$ cat config.mk
export PLATFORM = sky130hd
export DESIGN_NAME = eeprom_subsys
export DESIGN_NICKNAME = d
export VERILOG_FILES = /design/src/eeprom_pkg.sv /design/src/eeprom_subsys.sv /design/src/eeprom_sequencer.sv /design/src/i2c_bit_engine.sv /design/src/cmd_fifo.sv
export SDC_FILE = /design/constraint.sdc
export NUM_CORES = 1
export LEC_CHECK = 0
export BUFFER_PORTS_ARGS = -buffer_cell sky130_fd_sc_hd__buf_2
export CORE_ASPECT_RATIO = 1.2
export CORE_MARGIN = 5
export CORE_UTILIZATION = 64
export DETAILED_ROUTE_END_ITERATION = 8
export GPL_ROUTABILITY_DRIVEN = 0
export PLACE_DENSITY = 0.83
export SYNTH_ARGS = -nofsm -noshare
export SYNTH_HDL_FRONTEND = slang
export SYNTH_HIERARCHICAL = 1
export SYNTH_SLANG_ARGS = --single-unit
$ cat constraint.sdc
create_clock -name CLK -period 3.6 [get_ports CLK]
set_input_delay 0.54 -clock CLK [delete_from_list [all_inputs] [get_ports CLK]]
set_output_delay 0.54 -clock CLK [all_outputs]
set_load 0.01 [all_outputs]
$ cat src/eeprom_pkg.sv
package eeprom_pkg;

    // EEPROM geometry
    localparam int ADDR_W    = 11;
    localparam int DATA_W    = 8;

    // command buffer
    localparam int CMD_DEPTH = 4;
    localparam int PTR_W     = (CMD_DEPTH > 1) ? $clog2(CMD_DEPTH) : 1;
    localparam int CNT_W     = $clog2(CMD_DEPTH + 1);

    // clocks per quarter of an scl period
    localparam int QUARTER   = 2;
    localparam int QCNT_W    = $clog2(QUARTER + 1);
    localparam int BIT_W     = $clog2(DATA_W + 1);   // 8 data bits plus ack bit

    // upper nibble of every control byte
    localparam logic [3:0] DEV_CODE = 4'b1010;

    typedef enum logic
    {
        OP_WRITE,
        OP_READ
    } cmd_op_t;

    typedef enum logic [1:0]
    {
        BC_START,
        BC_STOP,
        BC_WRITE,
        BC_READ
    } bit_cmd_t;

endpackage
$ cat src/eeprom_subsys.sv
`timescale 1ns/1ps
module eeprom_subsys
    import eeprom_pkg::*;
(
    input  logic              CLK,
    input  logic              RESET,
    input  logic              cmd_valid,
    input  cmd_op_t           cmd_op,
    input  logic [ADDR_W-1:0] cmd_addr,
    input  logic [DATA_W-1:0] cmd_wdata,
    input  logic              sda_in,
    output logic              cmd_credit,
    output logic              rsp_valid,
    output logic              rsp_nack,
    output logic [DATA_W-1:0] rsp_rdata,
    output logic              scl,
    output logic              sda_low
);

    logic              head_valid;
    cmd_op_t           head_op;
    logic [ADDR_W-1:0] head_addr;
    logic [DATA_W-1:0] head_wdata;
    logic              head_pop;
    logic              step_go;
    bit_cmd_t          step_cmd;
    logic [DATA_W-1:0] step_wdata;
    logic              step_done;
    logic              step_nack;
    logic [DATA_W-1:0] step_rdata;

    cmd_fifo i_fifo
    (
        .CLK        (CLK),
        .RESET      (RESET),
        .cmd_valid  (cmd_valid),
        .cmd_op     (cmd_op),
        .cmd_addr   (cmd_addr),
        .cmd_wdata  (cmd_wdata),
        .head_pop   (head_pop),
        .head_valid (head_valid),
        .head_op    (head_op),
        .head_addr  (head_addr),
        .head_wdata (head_wdata),
        .cmd_credit (cmd_credit)
    );

    eeprom_sequencer i_seq
    (
        .CLK        (CLK),
        .RESET      (RESET),
        .head_valid (head_valid),
        .head_op    (head_op),
        .head_addr  (head_addr),
        .head_wdata (head_wdata),
        .step_done  (step_done),
        .step_nack  (step_nack),
        .step_rdata (step_rdata),
        .head_pop   (head_pop),
        .step_go    (step_go),
        .step_cmd   (step_cmd),
        .step_wdata (step_wdata),
        .rsp_valid  (rsp_valid),
        .rsp_nack   (rsp_nack),
        .rsp_rdata  (rsp_rdata)
    );

    i2c_bit_engine i_bit
    (
        .CLK        (CLK),
        .RESET      (RESET),
        .step_go    (step_go),
        .step_cmd   (step_cmd),
        .step_wdata (step_wdata),
        .sda_in     (sda_in),
        .step_done  (step_done),
        .step_nack  (step_nack),
        .step_rdata (step_rdata),
        .scl        (scl),
        .sda_low    (sda_low)
    );

endmodule

$ cat src/eeprom_sequencer.sv
`timescale 1ns/1ps
module eeprom_sequencer
    import eeprom_pkg::*;
(
    input  logic              CLK,
    input  logic              RESET,
    input  logic              head_valid,
    input  cmd_op_t           head_op,
    input  logic [ADDR_W-1:0] head_addr,
    input  logic [DATA_W-1:0] head_wdata,
    input  logic              step_done,
    input  logic              step_nack,
    input  logic [DATA_W-1:0] step_rdata,
    output logic              head_pop,
    output logic              step_go,
    output bit_cmd_t          step_cmd,
    output logic [DATA_W-1:0] step_wdata,
    output logic              rsp_valid,
    output logic              rsp_nack,
    output logic [DATA_W-1:0] rsp_rdata
);

    typedef enum logic [3:0]
    {
        S_IDLE,
        S_START,
        S_CTRL_W,
        S_ADDR,
        S_DATA,
        S_RSTART,
        S_CTRL_R,
        S_READ,
        S_STOP,
        S_RESP
    } seq_state_t;

    seq_state_t        state;
    seq_state_t        next_state;
    logic              issued;   // step handed to the engine and awaiting done
    cmd_op_t           op_q;
    logic [ADDR_W-1:0] addr_q;
    logic [DATA_W-1:0] wdata_q;
    logic              nack_q;
    logic [DATA_W-1:0] rdata_q;
    logic              refused;

    assign head_pop  = (state == S_IDLE) && head_valid;
    assign rsp_valid = (state == S_RESP);
    assign rsp_nack  = nack_q;
    assign rsp_rdata = rdata_q;
    assign refused   = (step_cmd == BC_WRITE) && step_nack;

    always_comb
    begin
        step_cmd   = BC_WRITE;
        step_wdata = '0;
        next_state = S_STOP;
        case (state)
            S_START:
            begin
                step_cmd   = BC_START;
                next_state = S_CTRL_W;
            end
            S_CTRL_W:
            begin
                step_wdata = {DEV_CODE, addr_q[ADDR_W-1:DATA_W], 1'b0};
                next_state = S_ADDR;
            end
            S_ADDR:
            begin
                step_wdata = addr_q[DATA_W-1:0];
                next_state = (op_q == OP_WRITE) ? S_DATA : S_RSTART;
            end
            S_DATA:   step_wdata = wdata_q;
            S_RSTART:
            begin
                step_cmd   = BC_START;
                next_state = S_CTRL_R;
            end
            S_CTRL_R:
            begin
                step_wdata = {DEV_CODE, addr_q[ADDR_W-1:DATA_W], 1'b1};
                next_state = S_READ;
            end
            S_READ:   step_cmd = BC_READ;
            S_STOP:
            begin
                step_cmd   = BC_STOP;
                next_state = S_RESP;
            end
            default:  ;
        endcase
    end

    always_ff @(posedge CLK)
    begin
        if (RESET)
        begin
            state   <= S_IDLE;
            issued  <= 1'b0;
            step_go <= 1'b0;
        end
        else
        begin
            step_go <= 1'b0;
            case (state)
                S_IDLE:
                begin
                    if (head_valid)
                        state <= S_START;
                end
                S_RESP: state <= S_IDLE;
                default:
                begin
                    if (!issued)
                    begin
                        step_go <= 1'b1;
                        issued  <= 1'b1;
                    end
                    else if (step_done)
                    begin
                        issued <= 1'b0;
                        state  <= refused ? S_STOP : next_state;   // nack ends the transfer
                    end
                end
            endcase
        end
    end

    always_ff @(posedge CLK)
    begin
        if (head_pop)
        begin
            op_q    <= head_op;
            addr_q  <= head_addr;
            wdata_q <= head_wdata;
            nack_q  <= 1'b0;
            rdata_q <= '0;
        end
        else if (issued && step_done)
        begin
            if (refused)
                nack_q <= 1'b1;
            if (state == S_READ)
                rdata_q <= step_rdata;
        end
    end

endmodule

$ cat src/i2c_bit_engine.sv
`timescale 1ns/1ps
module i2c_bit_engine
    import eeprom_pkg::*;
(
    input  logic              CLK,
    input  logic              RESET,
    input  logic              step_go,
    input  bit_cmd_t          step_cmd,
    input  logic [DATA_W-1:0] step_wdata,
    input  logic              sda_in,
    output logic              step_done,
    output logic              step_nack,
    output logic [DATA_W-1:0] step_rdata,
    output logic              scl,
    output logic              sda_low
);

    bit_cmd_t          cur_cmd;
    logic              busy;
    logic [1:0]        phase;    // 0,1 scl low; 2,3 scl high
    logic [QCNT_W-1:0] qcnt;
    logic [BIT_W-1:0]  bit_cnt;
    logic [DATA_W-1:0] shreg;
    logic              nack_q;
    logic              q_tick;
    logic              ack_bit;
    logic              last_bit;
    logic              sda_set;

    assign q_tick     = (qcnt == QCNT_W'(QUARTER - 1));
    assign ack_bit    = (bit_cnt == BIT_W'(DATA_W));
    assign last_bit   = (cur_cmd == BC_START || cur_cmd == BC_STOP) ? 1'b1 : ack_bit;
    assign step_done  = busy && q_tick && (phase == 2'd3) && last_bit;
    assign step_nack  = nack_q;
    assign step_rdata = shreg;

    // sda level driven from the middle of the low phase
    always_comb
    begin
        case (cur_cmd)
            BC_STOP:  sda_set = 1'b1;
            BC_WRITE: sda_set = !ack_bit && !shreg[DATA_W-1];
            default:  sda_set = 1'b0;   // start, read and ack bits release
        endcase
    end

    always_ff @(posedge CLK)
    begin
        if (RESET)
        begin
            busy    <= 1'b0;
            phase   <= 2'd0;
            qcnt    <= '0;
            bit_cnt <= '0;
            scl     <= 1'b1;
            sda_low <= 1'b0;
        end
        else if (!busy)
        begin
            if (step_go)
            begin
                busy    <= 1'b1;
                phase   <= 2'd0;
                qcnt    <= '0;
                bit_cnt <= '0;
                scl     <= 1'b0;
            end
        end
        else if (!q_tick)
            qcnt <= qcnt + 1'b1;
        else
        begin
            qcnt  <= '0;
            phase <= phase + 2'd1;
            case (phase)
                2'd0: sda_low <= sda_set;
                2'd1: scl <= 1'b1;
                2'd2:
                begin
                    if (cur_cmd == BC_START)
                        sda_low <= 1'b1;   // sda falls with scl high for start
                    else if (cur_cmd == BC_STOP)
                        sda_low <= 1'b0;   // stop
                end
                default:
                begin
                    if (last_bit)
                        busy <= 1'b0;      // scl stays high
                    else
                    begin
                        scl     <= 1'b0;
                        bit_cnt <= bit_cnt + 1'b1;
                    end
                end
            endcase
        end
    end

    always_ff @(posedge CLK)
    begin
        if (!busy)
        begin
            if (step_go)
            begin
                cur_cmd <= step_cmd;
                shreg   <= step_wdata;
            end
        end
        else if (q_tick)
        begin
            if (phase == 2'd2)
            begin
                // sample in the middle of scl high
                if (cur_cmd == BC_WRITE && ack_bit)
                    nack_q <= sda_in;
                else if (cur_cmd == BC_READ && !ack_bit)
                    shreg <= {shreg[DATA_W-2:0], sda_in};
            end
            else if (phase == 2'd3 && cur_cmd == BC_WRITE && !ack_bit)
                shreg <= {shreg[DATA_W-2:0], 1'b0};   // next bit msb first
        end
    end

endmodule

$ cat src/cmd_fifo.sv
`timescale 1ns/1ps
module cmd_fifo
    import eeprom_pkg::*;
(
    input  logic              CLK,
    input  logic              RESET,
    input  logic              cmd_valid,
    input  cmd_op_t           cmd_op,
    input  logic [ADDR_W-1:0] cmd_addr,
    input  logic [DATA_W-1:0] cmd_wdata,
    input  logic              head_pop,
    output logic              head_valid,
    output cmd_op_t           head_op,
    output logic [ADDR_W-1:0] head_addr,
    output logic [DATA_W-1:0] head_wdata,
    output logic              cmd_credit
);

    cmd_op_t           op_mem    [CMD_DEPTH];
    logic [ADDR_W-1:0] addr_mem  [CMD_DEPTH];
    logic [DATA_W-1:0] wdata_mem [CMD_DEPTH];
    logic [PTR_W-1:0]  wr_ptr;
    logic [PTR_W-1:0]  rd_ptr;
    logic [CNT_W-1:0]  count;

    function automatic logic [PTR_W-1:0] ptr_inc(input logic [PTR_W-1:0] p);
        if (p == PTR_W'(CMD_DEPTH - 1))
            return '0;
        return p + 1'b1;
    endfunction

    assign head_valid = (count != '0);
    assign head_op    = op_mem[rd_ptr];
    assign head_addr  = addr_mem[rd_ptr];
    assign head_wdata = wdata_mem[rd_ptr];

    always_ff @(posedge CLK)
    begin
        if (cmd_valid)
        begin
            op_mem[wr_ptr]    <= cmd_op;
            addr_mem[wr_ptr]  <= cmd_addr;
            wdata_mem[wr_ptr] <= cmd_wdata;
        end
    end

    always_ff @(posedge CLK)
    begin
        if (RESET)
        begin
            wr_ptr     <= '0;
            rd_ptr     <= '0;
            count      <= '0;
            cmd_credit <= 1'b0;
        end
        else
        begin
            cmd_credit <= head_pop;   // one credit back per pop
            if (cmd_valid)
                wr_ptr <= ptr_inc(wr_ptr);
            if (head_pop)
                rd_ptr <= ptr_inc(rd_ptr);
            case ({cmd_valid, head_pop})
                2'b10:   count <= count + 1'b1;
                2'b01:   count <= count - 1'b1;
                default: count <= count;
            endcase
        end
    end

endmodule

==> results.toml, run 1 <==
[routing]
postRouteWirelength_mm = 11.0
drtAntennaViolNets = 0
wl_per_cell_um = 19.6
route.vias.total = 3350
drt_first_pass_iters = 5
via_per_instance_ratio = 5.97
starting_drt_drc_count = 205
route.detailed.drc = 0

[synthesis]
synthesized_cell_area_um2 = 6050
complex_gate_fraction_of_the_synthesized_area = 0.0498
syn_nets = 423
postSynthRegisterBits = 147
synth_xor_xnor_area_share = 0.00579
cells_after_synth = 381
synth-seq-area-share = 0.670
synthMuxAreaShare = 0.116
synth_flop_cell = "sky130_fd_sc_hd__edfxtp_1"
ys_warn_count = 6
synthArstFlopShare = 0
number_of_enable_flip_flop_cells_after_synthesis = 111
simple_gate_portion_of_the_synthesized_area = 0.0936
netlist-cell-type-count = 58
main_combinational_cell_family_by_area_after_synthesis = "multiplexers"
avgSynthCellArea_um2 = 15.9
synth-adder-area-share = 0.0384

[placed_design]
post-dp-hpwl_mm = 6.76
port-buffer-count = 36
placed_area_um2 = 6320

[global_routing]
global_route_wire_length_before_repair_mm = 17.9
grt.overflow.total = 0
vias_in_the_first_global_route = 3485
grt_start_max_net_pins = 34
grt_util_all_layers = 0.208
antenna_found_initial = 0

[worst_hold_path]
worstHoldStart = "sda_in"
holdCritPathClass = "input pin to flop"
timing.hold.worst_endpoint = "i_bit/step_nack$_DFFE_PP_"
holdPathStages = 1

[cells_and_area]
most-common-layout-cells = "111 x sky130_fd_sc_hd__edfxtp_1, 36 x sky130_fd_sc_hd__dfxtp_1, 36 x sky130_fd_sc_hd__buf_2, 28 x sky130_fd_sc_hd__nor2_1"
finish.net_count = 467
regArea_um2 = 4050
layout-drive-gt1-share = 0.247
most_common_library_cell_in_the_layout_ignoring_fill_and_taps = "sky130_fd_sc_hd__edfxtp_1"
multi_input_comb_area_um2 = 1840
flow.area_growth_from_synthesis_pct = 14.2
postLayoutCellArea_um2 = 6910
diodes = 0
final.fill_count = 590

[setup_path]
worst-endpoint-arrival_ns = 2.72
ff2ff_setup_slack_ns = 1.16
timing.critical_path.from_type = "flop"
crit_path_max_fanout = 20
r2r-start = "i_bit/busy$_SDFF_PP0_"
worstSetupPathType = "flop to flop"
cp-startpoint = "i_bit/busy$_SDFF_PP0_"
regToRegEndpoint = "i_seq/state[0]$_SDFFE_PP0P_"
worst_ep_required_time_ns = 3.88
timing.critical_path.to_type = "flop"
ff2ff_path_depth = 6

[floorplan]
boundaryPins = 37
placementRows = 39
design.core.area_um2 = 9370
fp.dieArea_um2 = 11500
chip_height_um = 117
initial_utilization = 0.646
die_x_um = 98.8

[pwr]
vdd.ir_drop.worst_v = 0.000500
p_leak_nw = 2.53
power_per_cell_area_nw_per_um2 = 687

[clocking]
ctsHoldBuffers = 0
clock_tree.root_cell = "sky130_fd_sc_hd__clkbuf_16"
cts.repair_timing.setup_buffer_count = 0
clock_insertion_delay_worst_skew_ns = 0.42
postCtsResizedCells = 0
htreeDepth = 4
clkSinkCount = 147
cts.path.max_buffers = 2
cts_tree = "built"
clk_pin_slew_worst_paths_ns = 0.06
number_of_buffers_added_by_the_clock_tree_synthesis_step = 17

[sta]
hold_viol = 0
grt_setup_unrepaired = "false"
slew_violations = 0
finalSetupTns_ns = 0
fin_worst_skew_ns = 0.00641
worst_pin_slew_ns = 1.09
finalCritPeriodShare = 0.679
timing.max_slew.rel_slack = 0.272
setup-violations-final = 0
timing.hold.ws_ns = 0.337
max_freq_mhz = 409
layout_min_cycle_time_ns = 2.44

[run]
cap_viol_max_count = 0

[run_status]
run_status = "finished clean"
-- flip-flops by register name, indices dropped and copies added, names as in the netlist, 8 cells and up, named ones only --
register,cells
i_seq/addr_q,11
i_fifo/wdata_mem,32
i_seq/rsp_rdata,8
i_bit/step_rdata,8
i_seq/wdata_q,8
i_fifo/addr_mem,44
-- layout make-up --
type,instances,share of cell area
repair buffers,38,0.0282
clock buffers,17,0.0615
inverters,21,0.0114
flip-flops and latches,147,0.586
clock inverters,15,0.0248
well taps,123,0.0223
multi-input cells,200,0.265
-- per-stage QoR --
step,total power [mW],setup slack (ns),instances,utilization
after floorplan,2.85,1.25,381,-
after global placement,3.00,1.31,529,0.674
after detailed placement,3.04,1.19,529,0.674
after CTS,4.80,1.20,561,0.738
after global routing,4.97,0.963,561,0.738
final,4.75,1.16,561,0.738
-- worst max path at each step --
stage | end | slack (ns) | cells past startpoint
2_1_floorplan | i_fifo/count[2]$_SDFFE_PP0P_ | 1.25 | 8
3_3_place_gp | i_bit/step_rdata[3]$_DFFE_PP_ | 1.31 | 3
3_5_place_dp | i_bit/step_rdata[2]$_DFFE_PP_ | 1.19 | 3
4_1_cts | i_bit/step_rdata[3]$_DFFE_PP_ | 1.20 | 3
5_1_grt | i_seq/state[0]$_SDFFE_PP0P_ | 0.96 | 6
6_report | i_seq/state[0]$_SDFFE_PP0P_ | 1.16 | 6
-- power breakdown --
part	total (mW)	switching, mW	internal [mW]
clock	1.75	0.709	1.04
sequential	2.30	0.160	2.14
combinational	0.706	0.373	0.333
-- metal layers --
metal / global-route usage / vias up / wire length [um]
li1: - / 1561 / -
met1: 0.249 / 1669 / 4370
met2: 0.362 / 100 / 5900
met3: 0.0526 / 20 / 535
met4: 0.0865 / 0 / 203
met5: 0 / - / 0
-- logic make-up after synthesis --
family / count (synthesis)
flops: 147
simple gates: 94
mux: 44
compound gates: 40
buf+inv: 34
fa+ha+maj: 18
xor+xnor: 4
-- cells in the mapped netlist, drive strengths merged (3+ instances only) --
cell | count | area share
nor2 | 29 | 0.021
a222oi | 3 | 0.0050
inv | 21 | 0.013
mux2i | 17 | 0.028
edfxtp | 111 | 0.55
ha | 17 | 0.035
a21oi | 12 | 0.0099
nand2 | 11 | 0.0068
mux2 | 7 | 0.013
nand3b | 4 | 0.0050
and2 | 4 | 0.0041
nor3 | 6 | 0.0050
nand3 | 12 | 0.0099
o211ai | 5 | 0.0062
buf | 12 | 0.013
dfxtp | 36 | 0.12
nand4b | 3 | 0.0079
xnor2 | 3 | 0.0043
mux4 | 20 | 0.074
or3 | 5 | 0.0060
-- critical path: stages (launching register included) --
cell                       delay (ns)
sky130_fd_sc_hd__dfxtp_1         0.80
sky130_fd_sc_hd__nand4b_2        0.27
sky130_fd_sc_hd__a21oi_1         0.34
sky130_fd_sc_hd__nand2_1         0.34
sky130_fd_sc_hd__o211ai_1        0.32
sky130_fd_sc_hd__o311a_1         0.21
sky130_fd_sc_hd__nor3_1          0.05
No activity file was read; power rests on OpenSTA's default activity.
==> run 2: changes to the inputs <==
--- a/config.mk
+++ b/config.mk
@@ -5,13 +5,14 @@
 export SDC_FILE = /design/constraint.sdc
 export NUM_CORES = 1
 export LEC_CHECK = 0
+export ABC_AREA = 1
 export BUFFER_PORTS_ARGS = -buffer_cell sky130_fd_sc_hd__buf_2
 export CORE_ASPECT_RATIO = 1.2
 export CORE_MARGIN = 5
-export CORE_UTILIZATION = 64
+export CORE_UTILIZATION = 60
 export DETAILED_ROUTE_END_ITERATION = 8
 export GPL_ROUTABILITY_DRIVEN = 0
-export PLACE_DENSITY = 0.83
+export PLACE_DENSITY = 0.79
 export SYNTH_ARGS = -nofsm -noshare
 export SYNTH_HDL_FRONTEND = slang
 export SYNTH_HIERARCHICAL = 1
==> constraint.sdc (replaced) <==
create_clock -name CLK -period 2.5 [get_ports CLK]
set_input_delay 0.375 -clock CLK [delete_from_list [all_inputs] [get_ports CLK]]
set_output_delay 0.375 -clock CLK [all_outputs]
set_load 0.01 [all_outputs]
==> results.toml, run 2 <==
[setup_path]
worst-endpoint-arrival_ns = 2.39
timing.critical_path.from_type = "flop"
timing.critical_path.to_type = "flop"
crit_path_max_fanout = 9
worstSetupPathType = "flop to flop"
worst_ep_required_time_ns = 2.84

[routing]
postRouteWirelength_mm = 12.0
via_per_instance_ratio = 5.66
drt_first_pass_iters = 4
route.detailed.drc = 0
route.vias.total = 4164
highest_layer = "met4"
routed-wl-met2_mm = 6.52
drtAntennaViolNets = 0
starting_drt_drc_count = 249
drt-met1-wl_mm = 4.66
wl_met3_um = 588
wl_per_cell_um = 16.3

[clocking]
htreeDepth = 4
cts_tree = "built"
clock_insertion_delay_worst_skew_ns = 0.41
ctsHoldBuffers = 0
clkSinkCount = 147
number_of_buffers_added_by_the_clock_tree_synthesis_step = 17
cts.path.max_buffers = 2
clock_tree.root_cell = "sky130_fd_sc_hd__clkbuf_16"
postCtsResizedCells = 0
cts.repair_timing.setup_buffer_count = 0
clk_pin_slew_worst_paths_ns = 0.06

[sta]
max_freq_mhz = 487
fin_worst_skew_ns = 0.00750
hold_viol = 0
finalCritPeriodShare = 0.821
setup-violations-final = 0
slew_violations = 0
worst_pin_slew_ns = 0.720
timing.max_slew.rel_slack = 0.520
grt_setup_unrepaired = "false"
layout_min_cycle_time_ns = 2.05
finalSetupTns_ns = 0

[floorplan]
chip_height_um = 121
fp.dieArea_um2 = 12400
initial_utilization = 0.614
placementRows = 40
design.core.area_um2 = 10000
die_x_um = 102
boundaryPins = 37

[global_routing]
global_route_wire_length_before_repair_mm = 19.4
grt_util_all_layers = 0.205
grt.overflow.total = 0
grt_start_max_net_pins = 41
antenna_found_initial = 0
vias_in_the_first_global_route = 4233

[cells_and_area]
layoutNonFillerInstCount = 736
layout-drive-gt1-share = 0.179
flow.area_growth_from_synthesis_pct = 15.3
largest_registers = "i_fifo/addr_mem: 44 flops, i_fifo/wdata_mem: 32 flops, i_seq/addr_q: 11 flops"
finish.net_count = 640
diodes = 0
regMostFlops = "i_fifo/addr_mem"
most-common-layout-cells = "111 x sky130_fd_sc_hd__edfxtp_1, 89 x sky130_fd_sc_hd__nand2_1, 80 x sky130_fd_sc_hd__nor2_1, 43 x sky130_fd_sc_hd__o21ai_1"
most_common_library_cell_in_the_layout_ignoring_fill_and_taps = "sky130_fd_sc_hd__edfxtp_1"
largest_reg_flops = 44

[pwr]
power_per_cell_area_nw_per_um2 = 1120
vdd.ir_drop.worst_v = 0.000720
p_leak_nw = 2.75

[synthesis]
synthMuxAreaShare = 0
yosysMostFrequentCell = "sky130_fd_sc_hd__edfxtp_1"
main_combinational_cell_family_by_area_after_synthesis = "simple AND/OR/NAND/NOR gates"
postSynthRegisterBits = 147
top_cells_by_area_in_the_synthesized_netlist = "sky130_fd_sc_hd__edfxtp_1 54%, sky130_fd_sc_hd__dfxtp_1 12%, sky130_fd_sc_hd__nand2_1 5.4%"
number_of_enable_flip_flop_cells_after_synthesis = 111
synth_flop_cell = "sky130_fd_sc_hd__edfxtp_1"
synth_top_cell_by_area = "sky130_fd_sc_hd__edfxtp_1"
netlist.area_leader.share = 0.542
cells_after_synth = 549
syn_nets = 591
complex_gate_fraction_of_the_synthesized_area = 0.0940
synth_common_cells = "111 x sky130_fd_sc_hd__edfxtp_1, 89 x sky130_fd_sc_hd__nand2_1, 80 x sky130_fd_sc_hd__nor2_1"
synthArstFlopShare = 0
simple_gate_portion_of_the_synthesized_area = 0.167
synth_xor_xnor_area_share = 0.00285
synthesized_cell_area_um2 = 6150
avgSynthCellArea_um2 = 11.2
ys_warn_count = 6
netlist-cell-type-count = 38
synth-adder-area-share = 0.0378
synth-seq-area-share = 0.659

[run]
cap_viol_max_count = 0

[run_status]
run_status = "finished clean"

[placed_design]
port-buffer-count = 36
place.detailed.instances = 705
post-dp-hpwl_mm = 7.69

[worst_hold_path]
holdCritPathClass = "input pin to flop"
run 2: cell families (layout without fill, tap and decap cells):
group	count (synthesis)	count (layout)
DFF	147	147
and+or+nand+nor	222	222
adders and majority gates	18	18
buffers and inverters	58	119
AOI/OAI and AO/OA	102	102
xor gates and xnor gates	2	2
run 2: final timing paths:
kind	depth (start not counted)	endpoint	slack (ns)	from
setup / recovery	9	i_seq/rsp_rdata[2]$_SDFFE_PP0P_	0.45	i_bit/cur_cmd[0]$_DFFE_PP_
hold / removal	1	i_bit/step_nack$_DFFE_PP_	0.17	sda_in
setup reg to reg	9	i_seq/rsp_rdata[2]$_SDFFE_PP0P_	0.45	i_bit/cur_cmd[0]$_DFFE_PP_
hold reg to reg	2	i_bit/scl$_SDFFE_PP1P_	0.45	i_bit/scl$_SDFFE_PP1P_
run 2: power breakdown:
part	total, mW	internal [mW]	switching (mW)
clock	2.54	1.58	0.962
sequential	3.39	3.20	0.196
combinational	2.01	0.619	1.39
run 2: critical path, cell delays in order, from the launching register on:
cell and delay [ns]:
sky130_fd_sc_hd__edfxtp_1 0.39, sky130_fd_sc_hd__inv_1 0.08, sky130_fd_sc_hd__ha_1 0.22, sky130_fd_sc_hd__nor2_1 0.20, sky130_fd_sc_hd__a21oi_1 0.11, sky130_fd_sc_hd__nand2_1 0.20
sky130_fd_sc_hd__clkinv_1 0.25, sky130_fd_sc_hd__nand3_1 0.29, sky130_fd_sc_hd__nand2_1 0.10, sky130_fd_sc_hd__a21oi_1 0.14
run 2: per-stage QoR:
stage	utilization	instance area [um2]	power (mW)	worst slack (ns)	hold WS, ns
2_1_floorplan	-	6150	4.85	0.310	0.420
3_3_place_gp	0.648	6480	5.29	0.560	0.435
3_5_place_dp	0.648	6480	5.40	0.462	0.442
4_1_cts	0.708	7090	7.96	0.447	0.153
5_1_grt	0.708	7090	8.38	0.162	0.144
6_report	0.708	7090	7.94	0.447	0.167
run 2: metal layers:
metal | track usage | vias to the layer above
met5 | 0 | -
met4 | 0.0796 | 0
met3 | 0.0546 | 25
met2 | 0.372 | 125
met1 | 0.225 | 1995
li1 | - | 2019
run 2: final cells by class:
class	count	area, um2
fill	678	2920
clock buffer	18	429
tap	126	158
sequential	147	4050
inverter	43	163
clock inverter	13	175
timing repair buffer	45	248
multi-input combinational	344	1860
